$ cat config.mk
export PLATFORM = sky130hd
export DESIGN_NAME = shared_cache_top
export DESIGN_NICKNAME = d
export VERILOG_FILES = /design/src/common/cache_pkg.sv /design/src/cache/tag_directory.sv /design/src/cache/lookup_controller.sv /design/src/verilog/request_arbiter.sv /design/src/verilog/shared_cache_top.sv
export VERILOG_INCLUDE_DIRS = /design/src /design/src/common
export SDC_FILE = /design/constraint.sdc
export NUM_CORES = 1
export LEC_CHECK = 0
export BUFFER_PORTS_ARGS = -buffer_cell sky130_fd_sc_hd__buf_4
export CAP_MARGIN = 20
export CORE_MARGIN = 5
export CORE_UTILIZATION = 30
export CTS_BUF_LIST = sky130_fd_sc_hd__clkbuf_4
export DETAILED_ROUTE_END_ITERATION = 10
export PLACE_DENSITY = 0.57
export SLEW_MARGIN = 0
export SYNTH_ARGS = -nofsm -noshare
export SYNTH_HDL_FRONTEND = slang
export SYNTH_HIERARCHICAL = 1
export SYNTH_SLANG_ARGS = --single-unit
$ cat constraint.sdc
create_clock -name clock -period 6.6 [get_ports clock]
set_input_delay 0.66 -clock clock [delete_from_list [all_inputs] [get_ports clock]]
set_output_delay 0.66 -clock clock [all_outputs]
set_load 0.05 [all_outputs]
$ cat src/common/cache_macros.svh
/* Shared cache size macros */

`ifndef CACHE_MACROS_SVH
`define CACHE_MACROS_SVH

// Address width, also used as the tag width
`define TAG_WIDTH 8

// Width of one cached data word
`define DATA_WIDTH 32

// Entries in the tag directory and line store
`define DIR_DEPTH 8

// Bits needed to name one directory entry
`define INDEX_WIDTH 3

`endif

$ cat src/common/cache_pkg.sv
/* Shared cache types */

`include "cache_macros.svh"

package cache_pkg;

  // Tag taken straight from the request address
  typedef logic [`TAG_WIDTH-1:0] tag_t;

  // One data word from the backing memory
  typedef logic [`DATA_WIDTH-1:0] data_t;

  // Slot number in the directory and line store
  typedef logic [`INDEX_WIDTH-1:0] index_t;

  // Client id, 0 is A and 1 is B
  typedef logic client_t;

  // Lookup controller FSM states
  typedef enum logic [2:0] {
    IDLE,
    SEARCH,
    EVICT,
    FETCH,
    ALLOCATE,
    FILL,
    RESPOND
  } lookup_state_t;

endpackage

$ cat src/cache/tag_directory.sv
/* Fully associative tag directory */

`timescale 1ns/1ps

module tag_directory #(
  parameter WIDTH       = 8,
  parameter DEPTH       = 16,
  parameter INDEX_WIDTH = $clog2(DEPTH)
) (
  input  logic                   clock,
  input  logic                   resetn,
  output logic                   full,
  // Allocation port
  input  logic                   allocate_enable,
  input  logic [WIDTH-1:0]       allocate_tag,
  // Search port
  input  logic [WIDTH-1:0]       search_tag,
  output logic [INDEX_WIDTH-1:0] search_index,
  output logic                   search_hit,
  // Eviction port
  input  logic                   evict_enable,
  input  logic [INDEX_WIDTH-1:0] evict_index
);

  // Stored tags and their valid bits
  logic [WIDTH-1:0] tags [0:DEPTH-1];
  logic [DEPTH-1:0] valid;
  logic [DEPTH-1:0] valid_next;

  // Lowest free slot
  logic [INDEX_WIDTH-1:0] first_free;

  // Allocation goes through only with room left
  logic do_allocate;

  assign do_allocate = allocate_enable && !full;

  // Scan downwards so the lowest free slot wins
  always_comb begin
    first_free = '0;
    for (int i = DEPTH - 1; i >= 0; i--) begin
      if (!valid[i]) begin
        first_free = INDEX_WIDTH'(i);
      end
    end
  end

  // Valid bits after this edge
  always_comb begin
    valid_next = valid;
    if (do_allocate) begin
      valid_next[first_free] = 1'b1;
    end
    // Eviction just drops the valid bit
    if (evict_enable) begin
      valid_next[evict_index] = 1'b0;
    end
  end

  // Lowest valid matching slot, again by a downward scan
  always_comb begin
    search_index = '0;
    search_hit   = 1'b0;
    for (int i = DEPTH - 1; i >= 0; i--) begin
      if (valid[i] && tags[i] == search_tag) begin
        search_index = INDEX_WIDTH'(i);
        search_hit   = 1'b1;
      end
    end
  end

  // Valid bits and full flag
  always_ff @(posedge clock or negedge resetn) begin
    if (!resetn) begin
      valid <= '0;
      full  <= 1'b0;
    end else begin
      valid <= valid_next;
      // Reflects contents after this edge
      full  <= &valid_next;
    end
  end

  // Tag storage
  always_ff @(posedge clock) begin
    if (do_allocate) begin
      tags[first_free] <= allocate_tag;
    end
  end

  // Controller must evict before allocating into a full directory
  allocate_not_full: assert property (
    @(posedge clock) disable iff (!resetn)
    allocate_enable |-> !full
  ) else $error("allocation while directory full");

endmodule

$ cat src/cache/lookup_controller.sv
/* Cache lookup controller */

`timescale 1ns/1ps

`include "cache_macros.svh"

module lookup_controller (
  input  logic               clock,
  input  logic               resetn,
  // Granted request from the arbiter
  input  logic               start,
  input  cache_pkg::client_t grant_client,
  input  cache_pkg::tag_t    grant_address,
  output logic               finish,
  // Client responses
  output logic               a_done,
  output logic               b_done,
  output cache_pkg::data_t   a_data,
  output cache_pkg::data_t   b_data,
  // Tag directory
  output logic               allocate_enable,
  output cache_pkg::tag_t    allocate_tag,
  output cache_pkg::tag_t    search_tag,
  input  logic               search_hit,
  input  cache_pkg::index_t  search_index,
  input  logic               full,
  output logic               evict_enable,
  output cache_pkg::index_t  evict_index,
  // Backing memory
  output logic               mem_read,
  output cache_pkg::tag_t    mem_address,
  input  logic               mem_ready,
  input  cache_pkg::data_t   mem_data
);

  import cache_pkg::*;

  lookup_state_t state;
  lookup_state_t state_next;

  // Next slot to evict, oldest entry first
  index_t victim;

  // One data word per directory slot
  data_t line_store [0:`DIR_DEPTH-1];

  // Word handed back to the client
  data_t response_data;

  // Miss that has to go to memory
  logic miss;

  // Read strobe goes out when entering FETCH
  logic issue_read;

  assign miss       = (state == SEARCH) && !search_hit;
  assign issue_read = (miss && !full) || (state == EVICT);

  // FSM next state
  always_comb begin
    state_next = state;
    case (state)
      IDLE: begin
        if (start) begin
          state_next = SEARCH;
        end
      end
      SEARCH: begin
        if (search_hit) begin
          state_next = RESPOND;
        end else if (full) begin
          state_next = EVICT;
        end else begin
          state_next = FETCH;
        end
      end
      EVICT: state_next = FETCH;
      FETCH: begin
        // Wait as long as the memory needs
        if (mem_ready) begin
          state_next = ALLOCATE;
        end
      end
      ALLOCATE: state_next = FILL;
      FILL: state_next = RESPOND;
      RESPOND: state_next = IDLE;
      default: state_next = IDLE;
    endcase
  end

  // State, victim pointer and read strobe
  always_ff @(posedge clock or negedge resetn) begin
    if (!resetn) begin
      state    <= IDLE;
      victim   <= '0;
      mem_read <= 1'b0;
    end else begin
      state    <= state_next;
      mem_read <= issue_read;
      // Freed slot is refilled next, so the pointer stays FIFO
      if (state == EVICT) begin
        victim <= victim + 1'b1;
      end
    end
  end

  // Response word and line store
  always_ff @(posedge clock) begin
    if (state == SEARCH && search_hit) begin
      response_data <= line_store[search_index];
    end
    if (state == FETCH && mem_ready) begin
      response_data <= mem_data;
    end
    // New tag's slot is only known after allocation
    if (state == FILL) begin
      line_store[search_index] <= response_data;
    end
  end

  // Directory side, the granted address is the tag throughout
  assign search_tag      = grant_address;
  assign allocate_tag    = grant_address;
  assign allocate_enable = (state == ALLOCATE);
  assign evict_enable    = (state == EVICT);
  assign evict_index     = victim;

  // Memory side
  assign mem_address = grant_address;

  // Done pulse goes to the granted client only
  assign finish = (state == RESPOND);
  assign a_done = finish && (grant_client == 1'b0);
  assign b_done = finish && (grant_client == 1'b1);
  assign a_data = response_data;
  assign b_data = response_data;

  // Memory answers only the outstanding read
  ready_in_fetch: assert property (
    @(posedge clock) disable iff (!resetn)
    mem_ready |-> state == FETCH
  ) else $error("mem_ready outside FETCH");

  // Tag allocated last cycle must be found
  hit_in_fill: assert property (
    @(posedge clock) disable iff (!resetn)
    state == FILL |-> search_hit
  ) else $error("allocated tag not found in FILL");

endmodule

$ cat src/verilog/request_arbiter.sv
/* Round-robin request arbiter */

`timescale 1ns/1ps

module request_arbiter (
  input  logic               clock,
  input  logic               resetn,
  // Client A
  input  logic               a_request,
  input  cache_pkg::tag_t    a_address,
  // Client B
  input  logic               b_request,
  input  cache_pkg::tag_t    b_address,
  // Lookup controller
  output logic               start,
  output cache_pkg::client_t grant_client,
  output cache_pkg::tag_t    grant_address,
  input  logic               finish
);

  import cache_pkg::*;

  // Transaction in flight
  logic busy;

  // Client granted most recently, B after reset so A goes first
  client_t last_served;

  // Client chosen this cycle
  client_t pick;

  // Something to grant this cycle
  logic take;

  // B wins when alone or when A was served last
  assign pick = b_request && (!a_request || last_served == 1'b0);
  assign take = !busy && (a_request || b_request);

  // Grant stays on the client served last
  assign grant_client = last_served;

  // Control state
  always_ff @(posedge clock or negedge resetn) begin
    if (!resetn) begin
      busy        <= 1'b0;
      start       <= 1'b0;
      last_served <= 1'b1;
    end else begin
      start <= take;
      if (take) begin
        busy        <= 1'b1;
        last_served <= pick;
      end else if (finish) begin
        // Free again, sampling resumes next cycle
        busy <= 1'b0;
      end
    end
  end

  // Address of the granted client, held for the transaction
  always_ff @(posedge clock) begin
    if (take) begin
      grant_address <= pick ? b_address : a_address;
    end
  end

  // No new start until the controller has finished
  one_transaction: assert property (
    @(posedge clock) disable iff (!resetn)
    start |=> !start until_with finish
  ) else $error("start while transaction busy");

endmodule

$ cat src/verilog/shared_cache_top.sv
/* Shared lookup cache top level */

`timescale 1ns/1ps

`include "cache_macros.svh"

module shared_cache_top (
  input  logic             clock,
  input  logic             resetn,
  // Client A
  input  logic             a_request,
  input  cache_pkg::tag_t  a_address,
  output logic             a_done,
  output cache_pkg::data_t a_data,
  // Client B
  input  logic             b_request,
  input  cache_pkg::tag_t  b_address,
  output logic             b_done,
  output cache_pkg::data_t b_data,
  // Backing memory
  output logic             mem_read,
  output cache_pkg::tag_t  mem_address,
  input  logic             mem_ready,
  input  cache_pkg::data_t mem_data
);

  import cache_pkg::*;

  // Arbiter to controller
  logic    start;
  logic    finish;
  client_t grant_client;
  tag_t    grant_address;

  // Controller to directory
  logic    allocate_enable;
  tag_t    allocate_tag;
  tag_t    search_tag;
  logic    search_hit;
  index_t  search_index;
  logic    full;
  logic    evict_enable;
  index_t  evict_index;

  request_arbiter u_arbiter (
    .clock         (clock),
    .resetn        (resetn),
    .a_request     (a_request),
    .a_address     (a_address),
    .b_request     (b_request),
    .b_address     (b_address),
    .start         (start),
    .grant_client  (grant_client),
    .grant_address (grant_address),
    .finish        (finish)
  );

  lookup_controller u_controller (
    .clock           (clock),
    .resetn          (resetn),
    .start           (start),
    .grant_client    (grant_client),
    .grant_address   (grant_address),
    .finish          (finish),
    .a_done          (a_done),
    .b_done          (b_done),
    .a_data          (a_data),
    .b_data          (b_data),
    .allocate_enable (allocate_enable),
    .allocate_tag    (allocate_tag),
    .search_tag      (search_tag),
    .search_hit      (search_hit),
    .search_index    (search_index),
    .full            (full),
    .evict_enable    (evict_enable),
    .evict_index     (evict_index),
    .mem_read        (mem_read),
    .mem_address     (mem_address),
    .mem_ready       (mem_ready),
    .mem_data        (mem_data)
  );

  // Directory sized from the shared macros
  tag_directory #(
    .WIDTH       (`TAG_WIDTH),
    .DEPTH       (`DIR_DEPTH),
    .INDEX_WIDTH (`INDEX_WIDTH)
  ) u_directory (
    .clock           (clock),
    .resetn          (resetn),
    .full            (full),
    .allocate_enable (allocate_enable),
    .allocate_tag    (allocate_tag),
    .search_tag      (search_tag),
    .search_index    (search_index),
    .search_hit      (search_hit),
    .evict_enable    (evict_enable),
    .evict_index     (evict_index)
  );

endmodule

Word-level counts from Yosys, hierarchy flattened
Memory sizes are Yosys's and may differ from the RTL's.
Index checks and enable logic that the tools add are counted.
W data, S select, Z words.
{"block": "totals", "ff_bits": 59, "latchBits": 0, "mem_bits_rw": 320, "romBits": 0, "inputBits": 53, "out_inout_bits": 75, "word_cells": 112, "n_memories": 2}
{"block": "classes", "n_addsub": 1, "multipliers": 0, "div_mod_pow": 0, "magnitude_cmp": 4, "n_eq_ne": 16, "shifts": 0, "n_mux": 44, "n_bitwise": 4, "n_reduce_logical": 31}
{"memory": "u_controller.line_store", "depth": 8, "word_bits": 32, "read_ports": 1, "rd_ports_with_merged_regs": 0, "wr": 1, "line_no": "lookup_controller.sv:45", "rtl": "data_t line_store [0:`DIR_DEPTH-1];"}
{"memory": "u_directory.tags", "depth": 8, "word_bits": 8, "read_ports": 8, "rd_ports_with_merged_regs": 0, "wr": 1, "line_no": "tag_directory.sv:26", "rtl": "logic [WIDTH-1:0] tags [0:DEPTH-1];"}
{"op": "$eq A8 B8 Y1", "n": 8}
{"op": "$mux W32", "n": 2}
{"op": "$mux W3", "n": 19}
{"op": "$mux W8", "n": 3}
{"op": "$logic_and A1 B1 Y1", "n": 19}
{"op": "$pmux W3 S6", "n": 1}
{"op": "$mux W1", "n": 17}
{"op": "$eq A3 B3 Y1 const B", "n": 3}
{"op": "$and A8 B8 Y8", "n": 1}
{"op": "$lt A3 B4 Y1 const B", "n": 2}
{"op": "$not A8 Y8", "n": 1}
{"op": "$or A8 B8 Y8", "n": 1}
{"op": "$reduce_and A8 Y1", "n": 1}
{"op": "$demux W1 S3", "n": 2}
{"op": "$eq A3 B2 Y1 const B", "n": 2}
{"op": "$ge A3 B1 Y1 const B", "n": 2}
{"op": "$logic_not A1 Y1", "n": 4}
{"op": "$ne A2 B2 Y1 const B", "n": 2}
{"op": "$reduce_bool A2 Y1", "n": 2}
{"op": "$add A3 B1 Y3 const B", "n": 1}
{"op": "$eq A3 B1 Y1 const B", "n": 1}
{"op": "$logic_not A3 Y1", "n": 1}
{"op": "$logic_or A1 B1 Y1", "n": 3}
{"op": "$reduce_and A2 Y1", "n": 1}
{"op": "$not A1 Y1", "n": 1}

Longest topological paths before layout
{"block": "depth", "word_depth": 17, "depth_mapped": 16}

By module
The synthesis kept the hierarchy.
{"module": "lookup_controller", "instances": 1, "cells_each": 716, "area_per_inst_um2": 11930.2, "seq_area_each_um2": 8823.5}
{"module": "tag_directory", "instances": 1, "cells_each": 246, "area_per_inst_um2": 3372.0, "seq_area_each_um2": 2147.1}
{"module": "request_arbiter", "instances": 1, "cells_each": 27, "area_per_inst_um2": 461.7, "seq_area_each_um2": 316.6}

Worst setup path after synthesis
Ideal clock, no wire load.
{"block": "synth_timing", "path_type": "flip-flop to flip-flop", "startpoint": "reg u_arbiter.grant_address[5]", "endpoint": "mem u_controller/line_store[0][0] (netlist name), enable pin", "setup_time_ns": 0.461, "arrival_ns": 4.407, "t_required_ns": 6.139, "path_slack_ns": 1.731, "path_stages_with_launch": 14, "path_buffers": 5, "period_less_slack_ns": 4.869, "path_cell_list": "edfxtp_1 -> buf_4 -> buf_4 -> xnor2_1 -> nand3_1 -> nor4_2 -> nor2_1 -> a21oi_1 -> nand2_1 -> buf_2 -> or2_1 -> buf_2 -> buf_4 -> nor3_1"}
{"block": "synth_between", "elab_chain_cells": 10}
{"item": "from (decl)", "line_no": "request_arbiter.sv:17", "rtl": "output cache_pkg::tag_t grant_address,"}
{"item": "from (signal assigned)", "line_no": "request_arbiter.sv:63", "rtl": "grant_address <= pick ? b_address : a_address;"}
{"item": "$eq A8 B8 Y1", "line_no": "tag_directory.sv:65", "rtl": "if (valid[i] && tags[i] == search_tag) begin"}
{"item": "$logic_and A1 B1 Y1", "line_no": "tag_directory.sv:65"}
{"item": "$mux W3 (7 in a row)", "line_no": "tag_directory.sv:65"}
{"item": "$mux W3 (*)", "line_no": "tag_directory.sv:65"}
{"item": "via search_index[0]", "line_no": "shared_cache_top.sv:40", "rtl": "index_t search_index;"}
{"item": "to (decl)", "line_no": "lookup_controller.sv:45"}
Mark *: on every way through the listed nets, which the timed path passes. The rest lies on a longest branch.

Worst setup path in the final report
{"block": "layout_timing", "startpoint": "reg u_arbiter.grant_address[4]", "endpoint": "mem u_controller/line_store[5][3] (netlist name), enable pin"}
The elaborated chain is that of the path after synthesis.

==> reports/metrics.cfg <==
[drt]
drc = 0
drtIter0Drc = 593
wirelength_um = 35800
vias = 8833
routedWlPerCell_um = 19.1
vias_per_cell = 4.71
drtPass1Iterations = 5
antenna_left = 0

[synthesis]
synth_flop_cell = edfxtp_1
yosys_warnings = 6
synth_cell_types = 66
yosys_register_bits = 379
syn_area_per_cell_um2 = 15.9
synth-seq-area-share_pct = 71.6
syn_area_um2 = 15800
synth-edff-count = 360
synthCells = 989
syn_nets = 1043
synth_top_area_cell = edfxtp_1
async_flop_share_pct = 5.01
synth_top_area_share_pct = 68.6
synth.area.top_cells = edfxtp_1 69%, buf_4 3.1%, dfrtp_1 2.9%

[finish]
fillerInstances = 5026
drive_gt1_share_pct = 30.9
finalNonFillerCells = 1877
layout_common_cells = 360 x edfxtp_1, 148 x clkbuf_4, 143 x buf_4
layout_commonest_cell = edfxtp_1
seqCellArea_um2 = 11300
fin_nets = 1175
area_growth_pct = 15.7
multiInputGateArea_um2 = 3760
layout.core_utilization_pct = 34.9

[timing]
relSlewSlack_pct = 31.3
finalCritPeriodShare_pct = 69.9
skew_ns = 0.0771
rsz0062_at_grt = false
timing.fmax_mhz = 217
fin_setup_tns_ns = 0
hold_viol_final = 0
tightest_slew_ns = 1.03
period_needed_ns = 4.61
slew_viol_final = 0
setup_viol = 0

[clocking]
clkLatencyLatePin_ns = 0.79
clkTransAtPathRegs_ns = 0.06
cts_buffers = 94
htreeDepth = 3
cts_sinks = 379
cts_root_buf = clkbuf_4
cts_tree = yes
clk_path_buf_depth = 3
cts_resized = 0

[min_path]
hold_class = in -> reg

[flow_run]
cap_violations = 0

[critical_path]
path_cells = xor2_1 > nor4_1 > nand4_1 > o21ai_0 > nand3_1 > nand2_2 > nor2b_1 > and2_1 > and3_2
crit_required_ns = 6.95
cpPeakStageDelay_ns = 0.91
crit_fanout = 32
crit_type = reg -> reg
crit_slowest_cell = and3_2
worstPathArrival_ns = 4.97
startpoint_type = flop
worst_setup_path_end_kind = flop

[placed_design]
place_congestion = 0.806
port_buffers = 127
dp_hpwl_um = 22200
dp.cells = 1712

[power]
p_leak_uw = 0.00604
ir_drop_mv = 0.122
netSwitchingFraction_pct = 29.8
pwr-share-seq_pct = 52.1
power_density_nw_per_um2 = 328
netSwitchingPower_uw = 1790
p_int_uw = 4200
clock_power_share_pct = 32.3
pwr-share-comb_pct = 15.6

[floorplan]
core_um2 = 52300
dieHeight_um = 239
rows = 84
io_pins = 128
die_x_um = 239
die_area_um2 = 57200
start_util_pct = 30.1

[global_routing]
grt_max_degree = 66
grt_antenna_before_repair = 1
grt_pass1_vias = 9092
grt-ovfl-total = 0
globalRouteTotalUtil_pct = 12.3
grt_pass1_wl_um = 54300

[status]
status = complete, no violations

==> critical path: cells and delay by family, from the launching register on <==
family | cells | cell delay (ns)
XOR/XNOR | 1 | 0.16
AND/OR/NAND/NOR | 7 | 3.11
flip-flops | 1 | 0.81
AO/OA/AOI/OAI | 1 | 0.13
==> logic make-up after synthesis <==
| logic type | Yosys count | share of synthesized area, % |
|---|---|---|
| buffers and inverters | 115 | 4.89 |
| flip-flops | 379 | 71.6 |
| AO/OA/AOI/OAI | 154 | 7.16 |
| XOR/XNOR | 66 | 3.67 |
| AND/OR/NAND/NOR | 198 | 6.58 |
| adder cells (fa/ha/maj) | 1 | 0.0794 |
| multiplexers | 76 | 6.02 |
==> cell type report <==
class,count,area share (%)
clock inverters,15,0.535
repair buffers,145,6.05
inverters,6,0.123
flip-flops and latches,379,61.9
multi-input cells,495,20.6
clock buffers,148,6.09
well taps,688,4.72
diodes,1,0.0137
==> sequential cells by signal, summed over array words and instances, names as in the netlist <==
name	count
u_arbiter/busy	1
u_arbiter/grant_address	8
u_arbiter/grant_client	1
u_arbiter/start	1
u_controller/a_data	32
u_controller/evict_index	3
u_controller/line_store	256
u_controller/mem_read	1
u_controller/state	3
u_directory/full	1
u_directory/tags	64
u_directory/valid	8
==> metal layers <==
| metal | up-vias | part of all wire, % | GRT usage [%] |
|---|---|---|---|
| li1 | 4082 | - | - |
| met1 | 4449 | 46 | 17.0 |
| met2 | 254 | 47 | 19.1 |
| met3 | 48 | 5.2 | 2.57 |
| met4 | 0 | 2.1 | 4.98 |
| met5 | - | 0 | 0 |
==> synth_stat cells (all sizes together), types with 2 or more instances <==
library cell and count:
nor4 6, nor2b 22, edfxtp 360, and2 6, nor3b 5, o32ai 2, mux2i 36, mux4 12
xnor2 43, mux2 28, a221oi 9, nand3b 6, nor3 13, inv 6, a22oi 28, clkbuf 18
and2b 2, nand3 11, o211ai 3, a221o 13, nand2b 5, o21ai 15, nand4b 2, nand4 9
o22a 6, a21boi 4, a31oi 22, a32o 4, dfrtp 18, o22ai 2, a211oi 10, buf 91
xor2 23, a41oi 4, or2 2, a21oi 27, nor2 57, nand2 45, and3 5
==> stage by stage <==
stage / hold slack, ns / cell area, um^2 / setup WS [ns] / total power (uW)
4_1_cts: 0.0911 / 18200 / 1.93 / 6090
5_1_grt: 0.110 / 18200 / 1.71 / 6300
3_3_place_gp: 0.507 / 17000 / 2.13 / 4100
6_report: 0.193 / 18200 / 1.99 / 5990
2_1_floorplan: 0.364 / 15800 / 1.73 / 3820
3_5_place_dp: 0.523 / 17000 / 1.95 / 4120
==> timing repair <==
action | 4_1_cts | 5_1_grt
hold endpoints to repair | 19 | 0
hold buffers | 1 | 0
setup buffers | 0 | 0
==> power groups by stage <==
stage | Combinational, uW | Sequential, uW | Clock, uW
after floorplan | 617 | 3200 | 0
after global placement | 935 | 3170 | 0
after detailed placement | 941 | 3180 | 0
after CTS | 946 | 3130 | 2010
after global routing | 998 | 3150 | 2150
final | 934 | 3120 | 1940
==> worst paths after layout <==
path / start / to / slack (ns) / cells past startpoint
max in group asynchronous: resetn / u_arbiter/grant_client / 5.99 / 2
worst max register to register: u_arbiter/grant_address[4] / u_controller/line_store[5][3] / 1.99 / 9
min in group asynchronous: resetn / u_directory/valid[4] / 0.32 / 2
worst min-delay path: b_request / u_arbiter/busy / 0.19 / 3
worst max-delay path: u_arbiter/grant_address[4] / u_controller/line_store[5][3] / 1.99 / 9
worst min register to register: u_arbiter/busy / u_arbiter/busy / 0.53 / 1
(Power assumes the default switching activity.)
